## config.mk

```make
export PLATFORM = sky130hd
export DESIGN_NAME = cpu_top
export DESIGN_NICKNAME = d
export VERILOG_FILES = /design/src/hdl/cpu_pkg.sv /design/src/hdl/bus_sequencer.sv /design/src/hdl/cpu_top.sv /design/src/hdl/decoder.sv /design/src/hdl/execute.sv /design/src/hdl/interrupt_unit.sv
export VERILOG_INCLUDE_DIRS = /design/src /design/src/hdl
export SDC_FILE = /design/constraint.sdc
export NUM_CORES = 1
export LEC_CHECK = 0
export CELL_PAD_IN_SITES_DETAIL_PLACEMENT = 0
export CELL_PAD_IN_SITES_GLOBAL_PLACEMENT = 2
export CORE_AREA = 2 2 113 115
export CTS_CLUSTER_SIZE = 14
export DETAILED_ROUTE_END_ITERATION = 16
export DIE_AREA = 0 0 115 117
export DONT_BUFFER_PORTS = 1
export PLACE_DENSITY_LB_ADDON = 0.15
export SLEW_MARGIN = 20
export SYNTH_ARGS = -nofsm -noshare
export SYNTH_HDL_FRONTEND = slang
export SYNTH_SLANG_ARGS = --single-unit
```

## constraint.sdc

```tcl
create_clock -name clk -period 9.05 [get_ports clk]
set_clock_uncertainty 0.05 [all_clocks]
set_input_delay 0.905 -clock clk [delete_from_list [all_inputs] [get_ports clk]]
set_output_delay 0.905 -clock clk [all_outputs]
set_load 0.005 [all_outputs]
```

## src/hdl/cpu_config.svh

```systemverilog
`ifndef CPU_CONFIG_SVH
`define CPU_CONFIG_SVH

////////////////////////////////////////
// Bus and machine cycle geometry
////////////////////////////////////////

`define CPU_ADDR_W    16
`define CPU_DATA_W    8
`define CPU_T_STATES  4     // Clocks per machine cycle

////////////////////////////////////////
// Interrupts
////////////////////////////////////////

`define CPU_INT_N     5
`define CPU_INT_BASE  'h40  // Vector of source 0
`define CPU_INT_STEP  8

////////////////////////////////////////
// Supported opcodes
////////////////////////////////////////

`define CPU_OP_NOP      8'h00
`define CPU_OP_STOP     8'h10
`define CPU_OP_LD_A_D8  8'h3E
`define CPU_OP_HALT     8'h76
`define CPU_OP_JP       8'hC3
`define CPU_OP_ADD_D8   8'hC6
`define CPU_OP_SUB_D8   8'hD6
`define CPU_OP_LD_A16_A 8'hEA
`define CPU_OP_DI       8'hF3
`define CPU_OP_EI       8'hFB

`endif

```

## src/hdl/cpu_pkg.sv

```systemverilog
`include "cpu_config.svh"

package cpu_pkg;

    typedef logic [`CPU_ADDR_W-1:0] addr_t;     // Bus address or PC
    typedef logic [`CPU_DATA_W-1:0] byte_t;
    typedef logic [`CPU_INT_N-1:0]  int_vec_t;  // Bit 0 wins

    typedef logic [2:0] m_cycle_t;              // Machine cycle inside an instruction

    typedef enum logic [$clog2(`CPU_T_STATES)-1:0] {
        T0,
        T1,
        T2,
        T3
    } t_state_e;

    // Bus operation of one machine cycle
    typedef enum logic [1:0] {
        IDLE,
        FETCH,
        READ,
        WRITE
    } bus_op_e;

    typedef enum logic {
        PC,
        IMM
    } ab_src_e;

    typedef enum logic [1:0] {
        RUN,
        HALTED,
        STOPPED,
        FAULTED
    } dec_state_e;

endpackage

```

## src/hdl/bus_sequencer.sv

```systemverilog
`timescale 1ns/10ps

module bus_sequencer (
    input  logic             clk,
    input  logic             rst,
    input  cpu_pkg::bus_op_e bus_op,
    input  cpu_pkg::addr_t   addr,
    input  cpu_pkg::byte_t   wdata,
    input  cpu_pkg::byte_t   din,
    output cpu_pkg::t_state_e ct,
    output logic             phi,
    output logic             rd,
    output logic             wr,
    output cpu_pkg::addr_t   a,
    output cpu_pkg::byte_t   dout,
    output cpu_pkg::byte_t   fetched
);
    import cpu_pkg::*;

    logic is_read;

    assign is_read = (bus_op == FETCH) || (bus_op == READ);

    // Free running T-state counter
    always_ff @(posedge clk or posedge rst) begin
        if (rst)
            ct <= T0;
        else
            ct <= t_state_e'(ct + 1'b1);
    end

    ////////////////////////////////////////
    // Bus drive, one step per T-state
    ////////////////////////////////////////

    always_ff @(posedge clk or posedge rst) begin
        if (rst) begin
            a    <= '0;
            rd   <= 1'b0;
            wr   <= 1'b0;
            phi  <= 1'b0;
            dout <= '0;
        end else begin
            case (ct)
                T0: begin                  // Entering T1
                    if (bus_op != IDLE)
                        a <= addr;         // Idle cycles keep the old address
                    rd  <= is_read;
                    phi <= 1'b1;
                end
                T2: begin                  // Entering T3
                    rd  <= 1'b0;
                    phi <= 1'b0;
                    if (bus_op == WRITE) begin
                        wr   <= 1'b1;
                        dout <= wdata;
                    end
                end
                T3: begin                  // Back to T0
                    wr   <= 1'b0;
                    dout <= '0;
                end
                default: ;
            endcase
        end
    end

    // Read data capture
    always_ff @(posedge clk) begin
        if (ct == T2 && is_read)
            fetched <= din;
    end

    a_rd_wr_excl: assert property (@(posedge clk) disable iff (rst) !(rd && wr));
    a_wr_in_t3:   assert property (@(posedge clk) disable iff (rst) wr |-> ct == T3);

endmodule

```

## src/hdl/cpu_top.sv

```systemverilog
`timescale 1ns/10ps

module cpu_top (
    input  logic              clk,
    input  logic              rst,
    output logic              phi,
    output logic              rd,
    output logic              wr,
    output cpu_pkg::t_state_e ct,
    output cpu_pkg::addr_t    a,
    output cpu_pkg::byte_t    dout,
    input  cpu_pkg::byte_t    din,
    input  cpu_pkg::int_vec_t int_en,
    input  cpu_pkg::int_vec_t int_flags_in,
    output cpu_pkg::int_vec_t int_flags_out,
    input  cpu_pkg::byte_t    key_in,
    output logic              done,
    output logic              fault
);
    import cpu_pkg::*;

    bus_op_e bus_op;
    ab_src_e ab_src;
    addr_t   addr;
    addr_t   vector;
    byte_t   acc;
    byte_t   fetched;
    logic    acc_load, acc_add, acc_sub;
    logic    imm_lo_load, imm_hi_load;
    logic    pc_inc, pc_jump;
    logic    dispatch, ime_set, ime_clr;
    logic    int_pending, wake;

    bus_sequencer u_bus (
        .clk(clk), .rst(rst), .bus_op(bus_op), .addr(addr), .wdata(acc), .din(din),
        .ct(ct), .phi(phi), .rd(rd), .wr(wr), .a(a), .dout(dout), .fetched(fetched)
    );

    decoder u_dec (
        .clk(clk), .rst(rst), .ct(ct), .fetched(fetched),
        .int_pending(int_pending), .wake(wake), .bus_op(bus_op), .ab_src(ab_src),
        .acc_load(acc_load), .acc_add(acc_add), .acc_sub(acc_sub),
        .imm_lo_load(imm_lo_load), .imm_hi_load(imm_hi_load),
        .pc_inc(pc_inc), .pc_jump(pc_jump), .dispatch(dispatch),
        .ime_set(ime_set), .ime_clr(ime_clr), .done(done), .fault(fault)
    );

    execute u_exe (
        .clk(clk), .rst(rst), .ct(ct), .fetched(fetched), .ab_src(ab_src), .vector(vector),
        .acc_load(acc_load), .acc_add(acc_add), .acc_sub(acc_sub),
        .imm_lo_load(imm_lo_load), .imm_hi_load(imm_hi_load),
        .pc_inc(pc_inc), .pc_jump(pc_jump), .dispatch(dispatch),
        .addr(addr), .acc(acc)
    );

    interrupt_unit u_int (
        .clk(clk), .rst(rst), .ct(ct), .int_en(int_en), .int_flags_in(int_flags_in),
        .key_in(key_in), .ime_set(ime_set), .ime_clr(ime_clr), .dispatch(dispatch),
        .int_flags_out(int_flags_out), .vector(vector),
        .int_pending(int_pending), .wake(wake)
    );

endmodule

```

## src/hdl/decoder.sv

```systemverilog
`timescale 1ns/10ps
`include "cpu_config.svh"

module decoder (
    input  logic              clk,
    input  logic              rst,
    input  cpu_pkg::t_state_e ct,
    input  cpu_pkg::byte_t    fetched,
    input  logic              int_pending,
    input  logic              wake,
    output cpu_pkg::bus_op_e  bus_op,
    output cpu_pkg::ab_src_e  ab_src,
    output logic              acc_load,
    output logic              acc_add,
    output logic              acc_sub,
    output logic              imm_lo_load,
    output logic              imm_hi_load,
    output logic              pc_inc,
    output logic              pc_jump,
    output logic              dispatch,
    output logic              ime_set,
    output logic              ime_clr,
    output logic              done,
    output logic              fault
);
    import cpu_pkg::*;

    dec_state_e state, nxt_state;
    m_cycle_t   m_cycle, nxt_mc;
    bus_op_e    nxt_op;
    ab_src_e    nxt_src;
    byte_t      opcode;
    byte_t      cur_op;

    // Opcode is still on the bus side during the fetch cycle
    assign cur_op = (m_cycle == 3'd0) ? fetched : opcode;
    assign fault  = (state == FAULTED);

    ////////////////////////////////////////
    // Per machine cycle control
    ////////////////////////////////////////

    always_comb begin
        acc_load    = 1'b0;
        acc_add     = 1'b0;
        acc_sub     = 1'b0;
        imm_lo_load = 1'b0;
        imm_hi_load = 1'b0;
        pc_inc      = 1'b0;
        pc_jump     = 1'b0;
        dispatch    = 1'b0;
        ime_set     = 1'b0;
        ime_clr     = 1'b0;
        nxt_state   = state;
        nxt_mc      = m_cycle;
        nxt_op      = bus_op;
        nxt_src     = ab_src;
        if (ct == T3) begin
            case (state)
                RUN: begin
                    nxt_mc  = 3'd0;        // Single cycle unless told otherwise
                    nxt_op  = FETCH;
                    nxt_src = PC;
                    if (m_cycle == 3'd0 && int_pending) begin
                        dispatch = 1'b1;   // Opcode byte is dropped
                    end else begin
                        case (cur_op)
                            `CPU_OP_NOP: pc_inc = 1'b1;
                            `CPU_OP_DI: begin
                                pc_inc  = 1'b1;
                                ime_clr = 1'b1;
                            end
                            `CPU_OP_EI: begin
                                pc_inc  = 1'b1;
                                ime_set = 1'b1;
                            end
                            `CPU_OP_HALT, `CPU_OP_STOP: begin
                                pc_inc    = 1'b1;
                                nxt_op    = IDLE;
                                nxt_state = (cur_op == `CPU_OP_HALT) ? HALTED : STOPPED;
                            end
                            `CPU_OP_LD_A_D8, `CPU_OP_ADD_D8, `CPU_OP_SUB_D8: begin
                                pc_inc = 1'b1;
                                if (m_cycle == 3'd0) begin
                                    nxt_mc = 3'd1;
                                    nxt_op = READ;
                                end else begin
                                    acc_load = (cur_op == `CPU_OP_LD_A_D8);
                                    acc_add  = (cur_op == `CPU_OP_ADD_D8);
                                    acc_sub  = (cur_op == `CPU_OP_SUB_D8);
                                end
                            end
                            `CPU_OP_JP, `CPU_OP_LD_A16_A: begin
                                case (m_cycle)
                                    3'd0: begin
                                        pc_inc = 1'b1;
                                        nxt_mc = 3'd1;
                                        nxt_op = READ;
                                    end
                                    3'd1: begin       // Low address byte
                                        pc_inc      = 1'b1;
                                        imm_lo_load = 1'b1;
                                        nxt_mc      = 3'd2;
                                        nxt_op      = READ;
                                    end
                                    3'd2: begin       // High address byte
                                        imm_hi_load = 1'b1;
                                        if (cur_op == `CPU_OP_JP) begin
                                            pc_jump = 1'b1;
                                        end else begin
                                            pc_inc  = 1'b1;
                                            nxt_mc  = 3'd3;
                                            nxt_op  = WRITE;
                                            nxt_src = IMM;
                                        end
                                    end
                                    default: ;        // Store cycle, nothing left
                                endcase
                            end
                            default: begin
                                nxt_op    = IDLE;
                                nxt_state = FAULTED;
                            end
                        endcase
                    end
                end
                HALTED, STOPPED: begin
                    if (wake) begin
                        nxt_state = RUN;
                        nxt_op    = FETCH;
                        nxt_src   = PC;
                    end
                end
                default: ;                 // Faulted, stuck until reset
            endcase
        end
    end

    always_ff @(posedge clk or posedge rst) begin
        if (rst) begin
            state   <= RUN;
            m_cycle <= '0;
            bus_op  <= FETCH;
            ab_src  <= PC;
            done    <= 1'b0;
        end else begin
            state   <= nxt_state;
            m_cycle <= nxt_mc;
            bus_op  <= nxt_op;
            ab_src  <= nxt_src;
            done    <= (state != RUN);
        end
    end

    always_ff @(posedge clk) begin
        if (ct == T3 && state == RUN && m_cycle == 3'd0)
            opcode <= fetched;
    end

    a_pc_one_src: assert property (@(posedge clk) disable iff (rst) !(pc_inc && pc_jump));

endmodule

```

## src/hdl/execute.sv

```systemverilog
`timescale 1ns/10ps

module execute (
    input  logic              clk,
    input  logic              rst,
    input  cpu_pkg::t_state_e ct,
    input  cpu_pkg::byte_t    fetched,
    input  cpu_pkg::ab_src_e  ab_src,
    input  cpu_pkg::addr_t    vector,
    input  logic              acc_load,
    input  logic              acc_add,
    input  logic              acc_sub,
    input  logic              imm_lo_load,
    input  logic              imm_hi_load,
    input  logic              pc_inc,
    input  logic              pc_jump,
    input  logic              dispatch,
    output cpu_pkg::addr_t    addr,
    output cpu_pkg::byte_t    acc
);
    import cpu_pkg::*;

    addr_t pc;
    addr_t imm;
    addr_t jump_target;
    byte_t alu_res;
    logic  any_strobe;

    // JP takes its high byte in the same clock that it jumps
    assign jump_target = {fetched, imm[7:0]};

    assign alu_res = acc_sub ? acc - fetched : acc + fetched;   // Wraps at 256

    assign addr = (ab_src == IMM) ? imm : pc;

    assign any_strobe = acc_load | acc_add | acc_sub | imm_lo_load | imm_hi_load |
                        pc_inc | pc_jump | dispatch;

    ////////////////////////////////////////
    // Architectural registers
    ////////////////////////////////////////

    always_ff @(posedge clk or posedge rst) begin
        if (rst) begin
            acc <= '0;
        end else if (acc_load) begin
            acc <= fetched;
        end else if (acc_add || acc_sub) begin
            acc <= alu_res;
        end
    end

    always_ff @(posedge clk or posedge rst) begin
        if (rst)
            pc <= '0;
        else if (dispatch)
            pc <= vector;
        else if (pc_jump)
            pc <= jump_target;
        else if (pc_inc)
            pc <= pc + 1'b1;   // Dedicated incrementer
    end

    // Operand address bytes
    always_ff @(posedge clk) begin
        if (imm_lo_load)
            imm[7:0] <= fetched;
        if (imm_hi_load)
            imm[15:8] <= fetched;
    end

    // Decoder only acts at the end of a machine cycle
    a_strobe_t3: assert property (@(posedge clk) disable iff (rst) any_strobe |-> ct == T3);

endmodule

```

## src/hdl/interrupt_unit.sv

```systemverilog
`timescale 1ns/10ps
`include "cpu_config.svh"

module interrupt_unit (
    input  logic              clk,
    input  logic              rst,
    input  cpu_pkg::t_state_e ct,
    input  cpu_pkg::int_vec_t int_en,
    input  cpu_pkg::int_vec_t int_flags_in,
    input  cpu_pkg::byte_t    key_in,
    input  logic              ime_set,
    input  logic              ime_clr,
    input  logic              dispatch,
    output cpu_pkg::int_vec_t int_flags_out,
    output cpu_pkg::addr_t    vector,
    output logic              int_pending,
    output logic              wake
);
    import cpu_pkg::*;

    logic     ime;         // Master enable
    int_vec_t masked;
    logic [2:0] sel_idx;

    assign masked      = int_flags_in & int_en & {`CPU_INT_N{ime}};
    assign int_pending = |masked;

    // Lowest index wins
    always_comb begin
        sel_idx = '0;
        for (int i = `CPU_INT_N - 1; i >= 0; i--) begin
            if (masked[i])
                sel_idx = 3'(i);
        end
    end

    assign vector = addr_t'(`CPU_INT_BASE + `CPU_INT_STEP * sel_idx);

    // Acknowledge only in the dispatch clock
    assign int_flags_out = dispatch ? (int_flags_in & ~(int_vec_t'(1) << sel_idx))
                                    : int_flags_in;

    always_ff @(posedge clk or posedge rst) begin
        if (rst)
            ime <= 1'b0;
        else if (dispatch || ime_clr)
            ime <= 1'b0;
        else if (ime_set)
            ime <= 1'b1;
    end

    // Wake ignores the master enable, a key press also counts
    always_ff @(posedge clk or posedge rst) begin
        if (rst)
            wake <= 1'b0;
        else if (ct == T2)
            wake <= (|(int_flags_in & int_en)) || (key_in != '0);
    end

    a_dispatch_pending: assert property (@(posedge clk) disable iff (rst)
        dispatch |-> int_pending);

endmodule

```

Yosys cells after proc, flatten, opt, wreduce, memory -nomap -nowiden
Cells that the tools add are included.
{ "word_totals": {"reg_bits": 96, "latch_bits": 0, "ramBits": 0, "romBits": 0, "inputBits": 28, "word_cells": 180, "memories": 0} }
{ "classes": {"n_addsub": 5, "mul": 0, "div_mod_pow": 0, "order_cmp": 0, "n_eq_ne": 23, "n_shift": 1, "mux": 92, "bitwise_logic": 4, "reduce_logical": 36} }
{ "op_table": {"columns": ["cell", "count"], "rows": [
  ["2-to-1 mux 16 bit", 4],
  ["2-to-1 mux 1 bit", 54],
  ["equality test 8 bit (second input constant)", 6],
  ["2-to-1 mux 8 bit", 5],
  ["2-to-1 mux 3 bit", 6],
  ["adder 16 x 1 -> 16 bit (second input constant)", 1],
  ["2-to-1 mux 2 bit", 8],
  ["one-hot mux 2 bit (2 select lines)", 4],
  ["one-hot mux 8 bit (2 select lines)", 1],
  ["OR reduction 8 bit", 2],
  ["AND 5 bit", 3],
  ["nonzero test 2 bit", 7],
  ["equality test 2 bit (second input constant)", 6],
  ["one-hot mux 1 bit (2 select lines)", 6],
  ["OR reduction 5 bit", 2],
  ["one-hot mux 3 bit (3 select lines)", 1],
  ["adder 7 x 6 -> 8 bit (first input constant)", 1],
  ["adder 8 bit", 1],
  ["equality test 8 x 5 -> 1 bit (second input constant)", 1],
  ["equality test 8 x 6 -> 1 bit (second input constant)", 1],
  ["equality test 8 x 7 -> 1 bit (second input constant)", 1],
  ["zero test 8 bit", 1],
  ["nonzero test 8 bit", 1],
  ["OR reduction 2 bit", 4],
  ["other kinds (21)", 34]
]} }

Longest topological paths before layout
{ "logic_depth": {"word_depth": 12, "depth_mapped": 17} }

Modules after synthesis
A second synthesis with hierarchy kept.
{ "hier_totals": {"hier_cells": 541, "hier_area_um2": 5615.4} }
{ "modules_own_cells": {"columns": ["mod", "n_inst", "cells_each", "area_per_inst_um2"], "rows": [
  ["execute", 1, 267, 2571.2],
  ["bus_sequencer", 1, 96, 1544.0],
  ["decoder", 1, 127, 1149.9],
  ["interrupt_unit", 1, 51, 350.3]
]} }

Least setup slack after synthesis
No wires, ideal clock.
{ "synth_path": {"kind": "reg-to-reg", "from": "register u_dec.m_cycle[1]", "to": "register u_exe.acc[7]", "t_arrival_ns": 3.828, "slack_ns": 5.087, "path_stages_with_launch": 15, "path_buffers": 1, "path_cell_list": "dfrtp_1 -> buf_2 -> or4b_2 -> o21ai_0 -> and3_1 -> nor2b_1 -> nand3_1 -> a21oi_1 -> ha_1 -> a21o_1 -> a41o_1 -> o41ai_1 -> xor2_1 -> mux2_2 -> a32oi_1"} }
{ "synth_between": {"elab_chain_len": 11} }
{ "synth_lines": {"columns": ["item", "line_no", "source"], "rows": [
  ["start: declaration", "decoder.sv:29", "m_cycle_t m_cycle, nxt_mc;"],
  ["start signal: assignment", "decoder.sv:148", "m_cycle <= nxt_mc;"],
  ["zero test 3 bit (*)", "decoder.sv:36, decoder.sv:64, decoder.sv:84", null],
  ["2-to-1 mux 8 bit", "decoder.sv:36", "assign cur_op = (m_cycle == 3'd0) ? fetched : opcode;"],
  ["equality test 8 bit / equality test 8 x 6 -> 1 bit (equally long branches)", "decoder.sv:67", "case (cur_op)"],
  ["OR reduction 3 bit / 2-to-1 mux 1 bit (equally long branches)", "decoder.sv:67, decoder.sv:84", null],
  ["2-to-1 mux 1 bit", "decoder.sv:67", null],
  ["2-to-1 mux 1 bit", "decoder.sv:64", "if (m_cycle == 3'd0 && int_pending) begin"],
  ["2-to-1 mux 1 bit", "decoder.sv:59", "case (state)"],
  ["2-to-1 mux 1 bit", "decoder.sv:58", "if (ct == T3) begin"],
  ["2-to-1 mux 8 bit", "execute.sv:32", "assign alu_res = acc_sub ? acc - fetched : acc + fetched;"],
  ["2-to-1 mux 8 bit", "execute.sv:48", "end else if (acc_add || acc_sub) begin"],
  ["2-to-1 mux 8 bit", "execute.sv:46", "end else if (acc_load) begin"],
  ["end signal: assignment", "execute.sv:47", "acc <= fetched;"],
  ["end signal: assignment", "execute.sv:49", "acc <= alu_res;"],
  ["end: declaration", "execute.sv:19", "output cpu_pkg::byte_t acc"]
]} }
Mark *: on every way between the ends. The rest lies on a longest branch, timed or not. The select of a mux whose other input is x is not followed.
A chain may end at the register's enable or synchronous reset.

Worst setup path in the final report
Same ends and word-level chain as after synthesis.

==> impl_metrics.py <==
metrics = {
    "cts": {
        "cts_tree": "built",
        "post-cts-setup-buffers": 0,
        "cts.repair.resized": 0,
        "cts_hold_buf": 0,
        "cts.sinks": 95,
        "cts-root-buf": "clkbuf_16",
        "clockBufferDepth": 2,
        "cts_inserted_buffers": 9,
        "htree_levels": 3,
        "clk_latency_ns": 0.35,
        "clkSlewWorstSetupHoldPaths_ns": 0.06,
    },
    "global_route": {
        "antenna_found_initial": 0,
        "grt_max_degree": 64,
        "grt_pass1_vias": 3785,
        "track_usage_pct": 20.83,
        "overflow": 0,
        "grt_pass1_wl_um": 21120,
    },
    "setup_path": {
        "critical_path_peak_fanout": 22,
        "slowest_stage": "or4b_2",
        "r2r_start": "u_dec.m_cycle[1]$_DFFE_PP0P_",
        "crit_start": "u_dec.m_cycle[1]$_DFFE_PP0P_",
        "regToRegSetupSlack_ns": 4.53,
        "critPathKind": "flip-flop to flip-flop",
        "worst_r2r_endpoint": "u_exe.acc[7]$_DFFE_PP0P_",
        "start_kind": "flip-flop",
        "slowest_delay_ns": 0.74,
        "crit_arrival_ns": 4.74,
        "crit_chain": "or4b_2, o21ai_0, and3_1, nor2b_1, nand3_1, a21oi_1, ha_1, a21o_1, a41o_1, o41ai_1, xor2_1, mux2_2, a32oi_1",
        "reg2regPathDepth": 13,
        "end_kind": "flip-flop",
        "crit_required_ns": 9.27,
    },
    "logic_synthesis": {
        "syn-cell-area_mm2": 0.005255,
        "ys_warn_count": 0,
        "synth_top_cells_by_area": "dfrtp_1 (30%), edfxtp_1 (18%), nand2_1 (5.0%)",
        "syn_inst": 531,
        "synth_edf_count": 32,
        "synth_top_area_cell": "dfrtp_1",
        "synth_nets": 576,
        "synth_top_area_share_pct": 29.52,
        "async_flop_share_pct": 66.32,
        "ys_types": 75,
        "ys.flop_type": "dfrtp_1",
        "ys_seq_area_share_pct": 48.31,
        "ys_ff_latch": 95,
        "avgSynthCellArea_um2": 9.896,
    },
    "drt": {
        "vias": 3940,
        "top_layer": "met4",
        "firstDrtPassIters": 5,
        "route.met3.wl_um": 566,
        "drc": 0,
        "drt-met1-wl_um": 6102,
        "via_per_inst": 5.846,
        "avgRoutedWirePerCell_um": 19.69,
        "wl_met2_um": 6330,
        "drt_iter0_drc": 298,
        "routed_wl_um": 13270,
        "drtAntennaViolNets": 0,
    },
    "layout": {
        "final_nets": 564,
        "final_util_pct": 45.39,
        "drive_gt1_share_pct": 7.634,
        "diodes": 0,
        "design_area_mm2": 0.005588,
        "syn_to_final_growth_pct": 6.333,
    },
    "worst_hold_path": {
        "worstHoldPathType": "flip-flop to flip-flop",
        "whs_path_depth": 2,
        "holdPathEnd": "u_exe.pc[7]$_DFFE_PP0P_",
        "worstHoldStart": "u_exe.imm[7]$_DFFE_PP_",
    },
    "sta": {
        "fin_crit_ns": 4.517,
        "rsz0062_at_grt": "no",
        "maxSlewViolCount": 0,
        "worst_pin_slew_ns": 1.014,
        "tns_ns": 0,
        "slew_headroom_pct": 32.42,
        "hold_viol": 0,
        "setup-violations-final": 0,
        "post-route-period-util_pct": 49.91,
        "hold_ws_ns": 0.4348,
        "fmax_mhz": 221.4,
    },
    "floorplanning": {
        "die_y_um": 117,
        "die_area_mm2": 0.01346,
        "initial_core_util_pct": 42.68,
        "boundaryPins": 64,
        "core.rowCount": 41,
        "die_x_um": 115,
        "core_mm2": 0.01231,
    },
    "power": {
        "ir_drop_v": 0.00007778,
        "pwr_density_cell_mw_per_mm2": 143.1,
        "p_leak_nw": 2.270,
        "power_w": 0.0007998,
    },
    "placed_design": {
        "numPortBuffers": 0,
        "gp_congestion": 0.8949,
        "place_area_mm2": 0.005326,
        "hpwl_um": 9222,
    },
    "run_status": {
        "status": "finished clean",
    },
    "job": {
        "drv_cap": 0,
    },
}
worst max-delay path, delay by kind of cell, from the launching register on:
family,cells,cell delay [ns]
AO/OA/AOI/OAI,6,1.37
XOR/XNOR,1,0.27
adder cells (fa/ha/maj),1,0.28
flip-flops,1,0.61
multiplexers,1,0.36
AND/OR/NAND/NOR,4,1.49
where the power goes:
part | switching [W] | internal, W
registers | 0.0000000449 | 0.000443
logic | 0.00000794 | 0.00000181
clock network | 0.000162 | 0.000185
total | 0.000170 | 0.000630
metal layers:
layer | vias up | global-route usage, %
met1 | 1926 | 28.10
met2 | 88 | 33.80
met5 | - | 0
met3 | 15 | 3.347
met4 | 0 | 8.193
li1 | 1911 | -
layout make-up:
type | instances | area [um^2]
clock buffers | 13 | 240.2
clock inverters | 3 | 15.01
fillers | 1195 | 6724
inverters | 22 | 82.58
multi-input cells | 388 | 2501
flip-flops and latches | 95 | 2539
well taps | 150 | 187.7
repair buffers | 3 | 22.52
synth_stat cells (3+ instances only):
master,instances
ha_1,16
a21oi_1,28
nor3_1,5
a311oi_1,5
nand2_1,70
edfxtp_1,32
buf_6,3
o211a_1,3
a31oi_1,14
xor2_1,6
nor2b_1,3
clkbuf_1,17
a22o_1,7
nor4_1,4
nor2_1,42
xnor2_1,11
and2_1,4
nor4b_1,3
a21o_1,4
nand2b_1,7
o21ai_0,44
o21a_1,3
and3_1,7
nand3_1,13
mux2i_1,25
inv_1,22
mux2_2,4
dfrtp_1,62
nand4_1,5
buf_2,4
logic make-up after synthesis:
group / count (synthesis) / synth area share, %
xor gates and xnor gates: 17 / 2.833
buffers and inverters: 48 / 4.238
and+or+nand+nor: 186 / 17.45
adders and majority gates: 17 / 4.190
DFF: 95 / 48.31
muxes: 29 / 5.619
AOI/OAI and AO/OA: 139 / 17.36
stage by stage:
step                worst slack (ns)  cells
global placement               4.730    658
floorplan                      5.087    531
finish                         4.533    674
detailed placement             4.615    658
CTS                            4.596    674
global route                   4.210    674
worst max path at each step:
stage / end / slack, ns
2_1_floorplan: u_exe.acc[7]$_DFFE_PP0P_ / 5.09
3_3_place_gp: u_exe.acc[7]$_DFFE_PP0P_ / 4.73
3_5_place_dp: u_exe.acc[7]$_DFFE_PP0P_ / 4.61
4_1_cts: u_exe.acc[7]$_DFFE_PP0P_ / 4.60
5_1_grt: u_exe.acc[7]$_DFFE_PP0P_ / 4.21
6_report: u_exe.acc[7]$_DFFE_PP0P_ / 4.53
flip-flops by register name, summed over array words and instances, names as in the netlist:
name	count
u_bus.a	16
u_bus.rd	1
u_dec.m_cycle	2
u_dec.opcode	8
u_dec.done	1
u_int.ime	1
u_bus.phi	1
u_bus.dout	8
u_exe.imm	16
u_bus.fetched	8
u_exe.pc	16
u_bus.ct	2
u_dec.state	2
u_int.wake	1
u_dec.bus_op	2
u_bus.wr	1
u_dec.ab_src	1
u_exe.acc	8
layout by cell type, fill, tap and decap left out, drive strengths merged, types with 4 or more instances in the layout:
cell and instances:
xnor2 11, a22o 7, and2 6, dfrtp 62
inv 22, nand2b 7, mux2i 25, nor2 43
nand2 70, o21ai 44, nor4 4, ha 16
nand3 13, a21oi 28, a21o 4, nand4 5
xor2 6, mux2 4, a311oi 5, edfxtp 32
clkbuf 13, nor3 6, a31oi 15, and3 8
(Power assumes the default switching activity.)
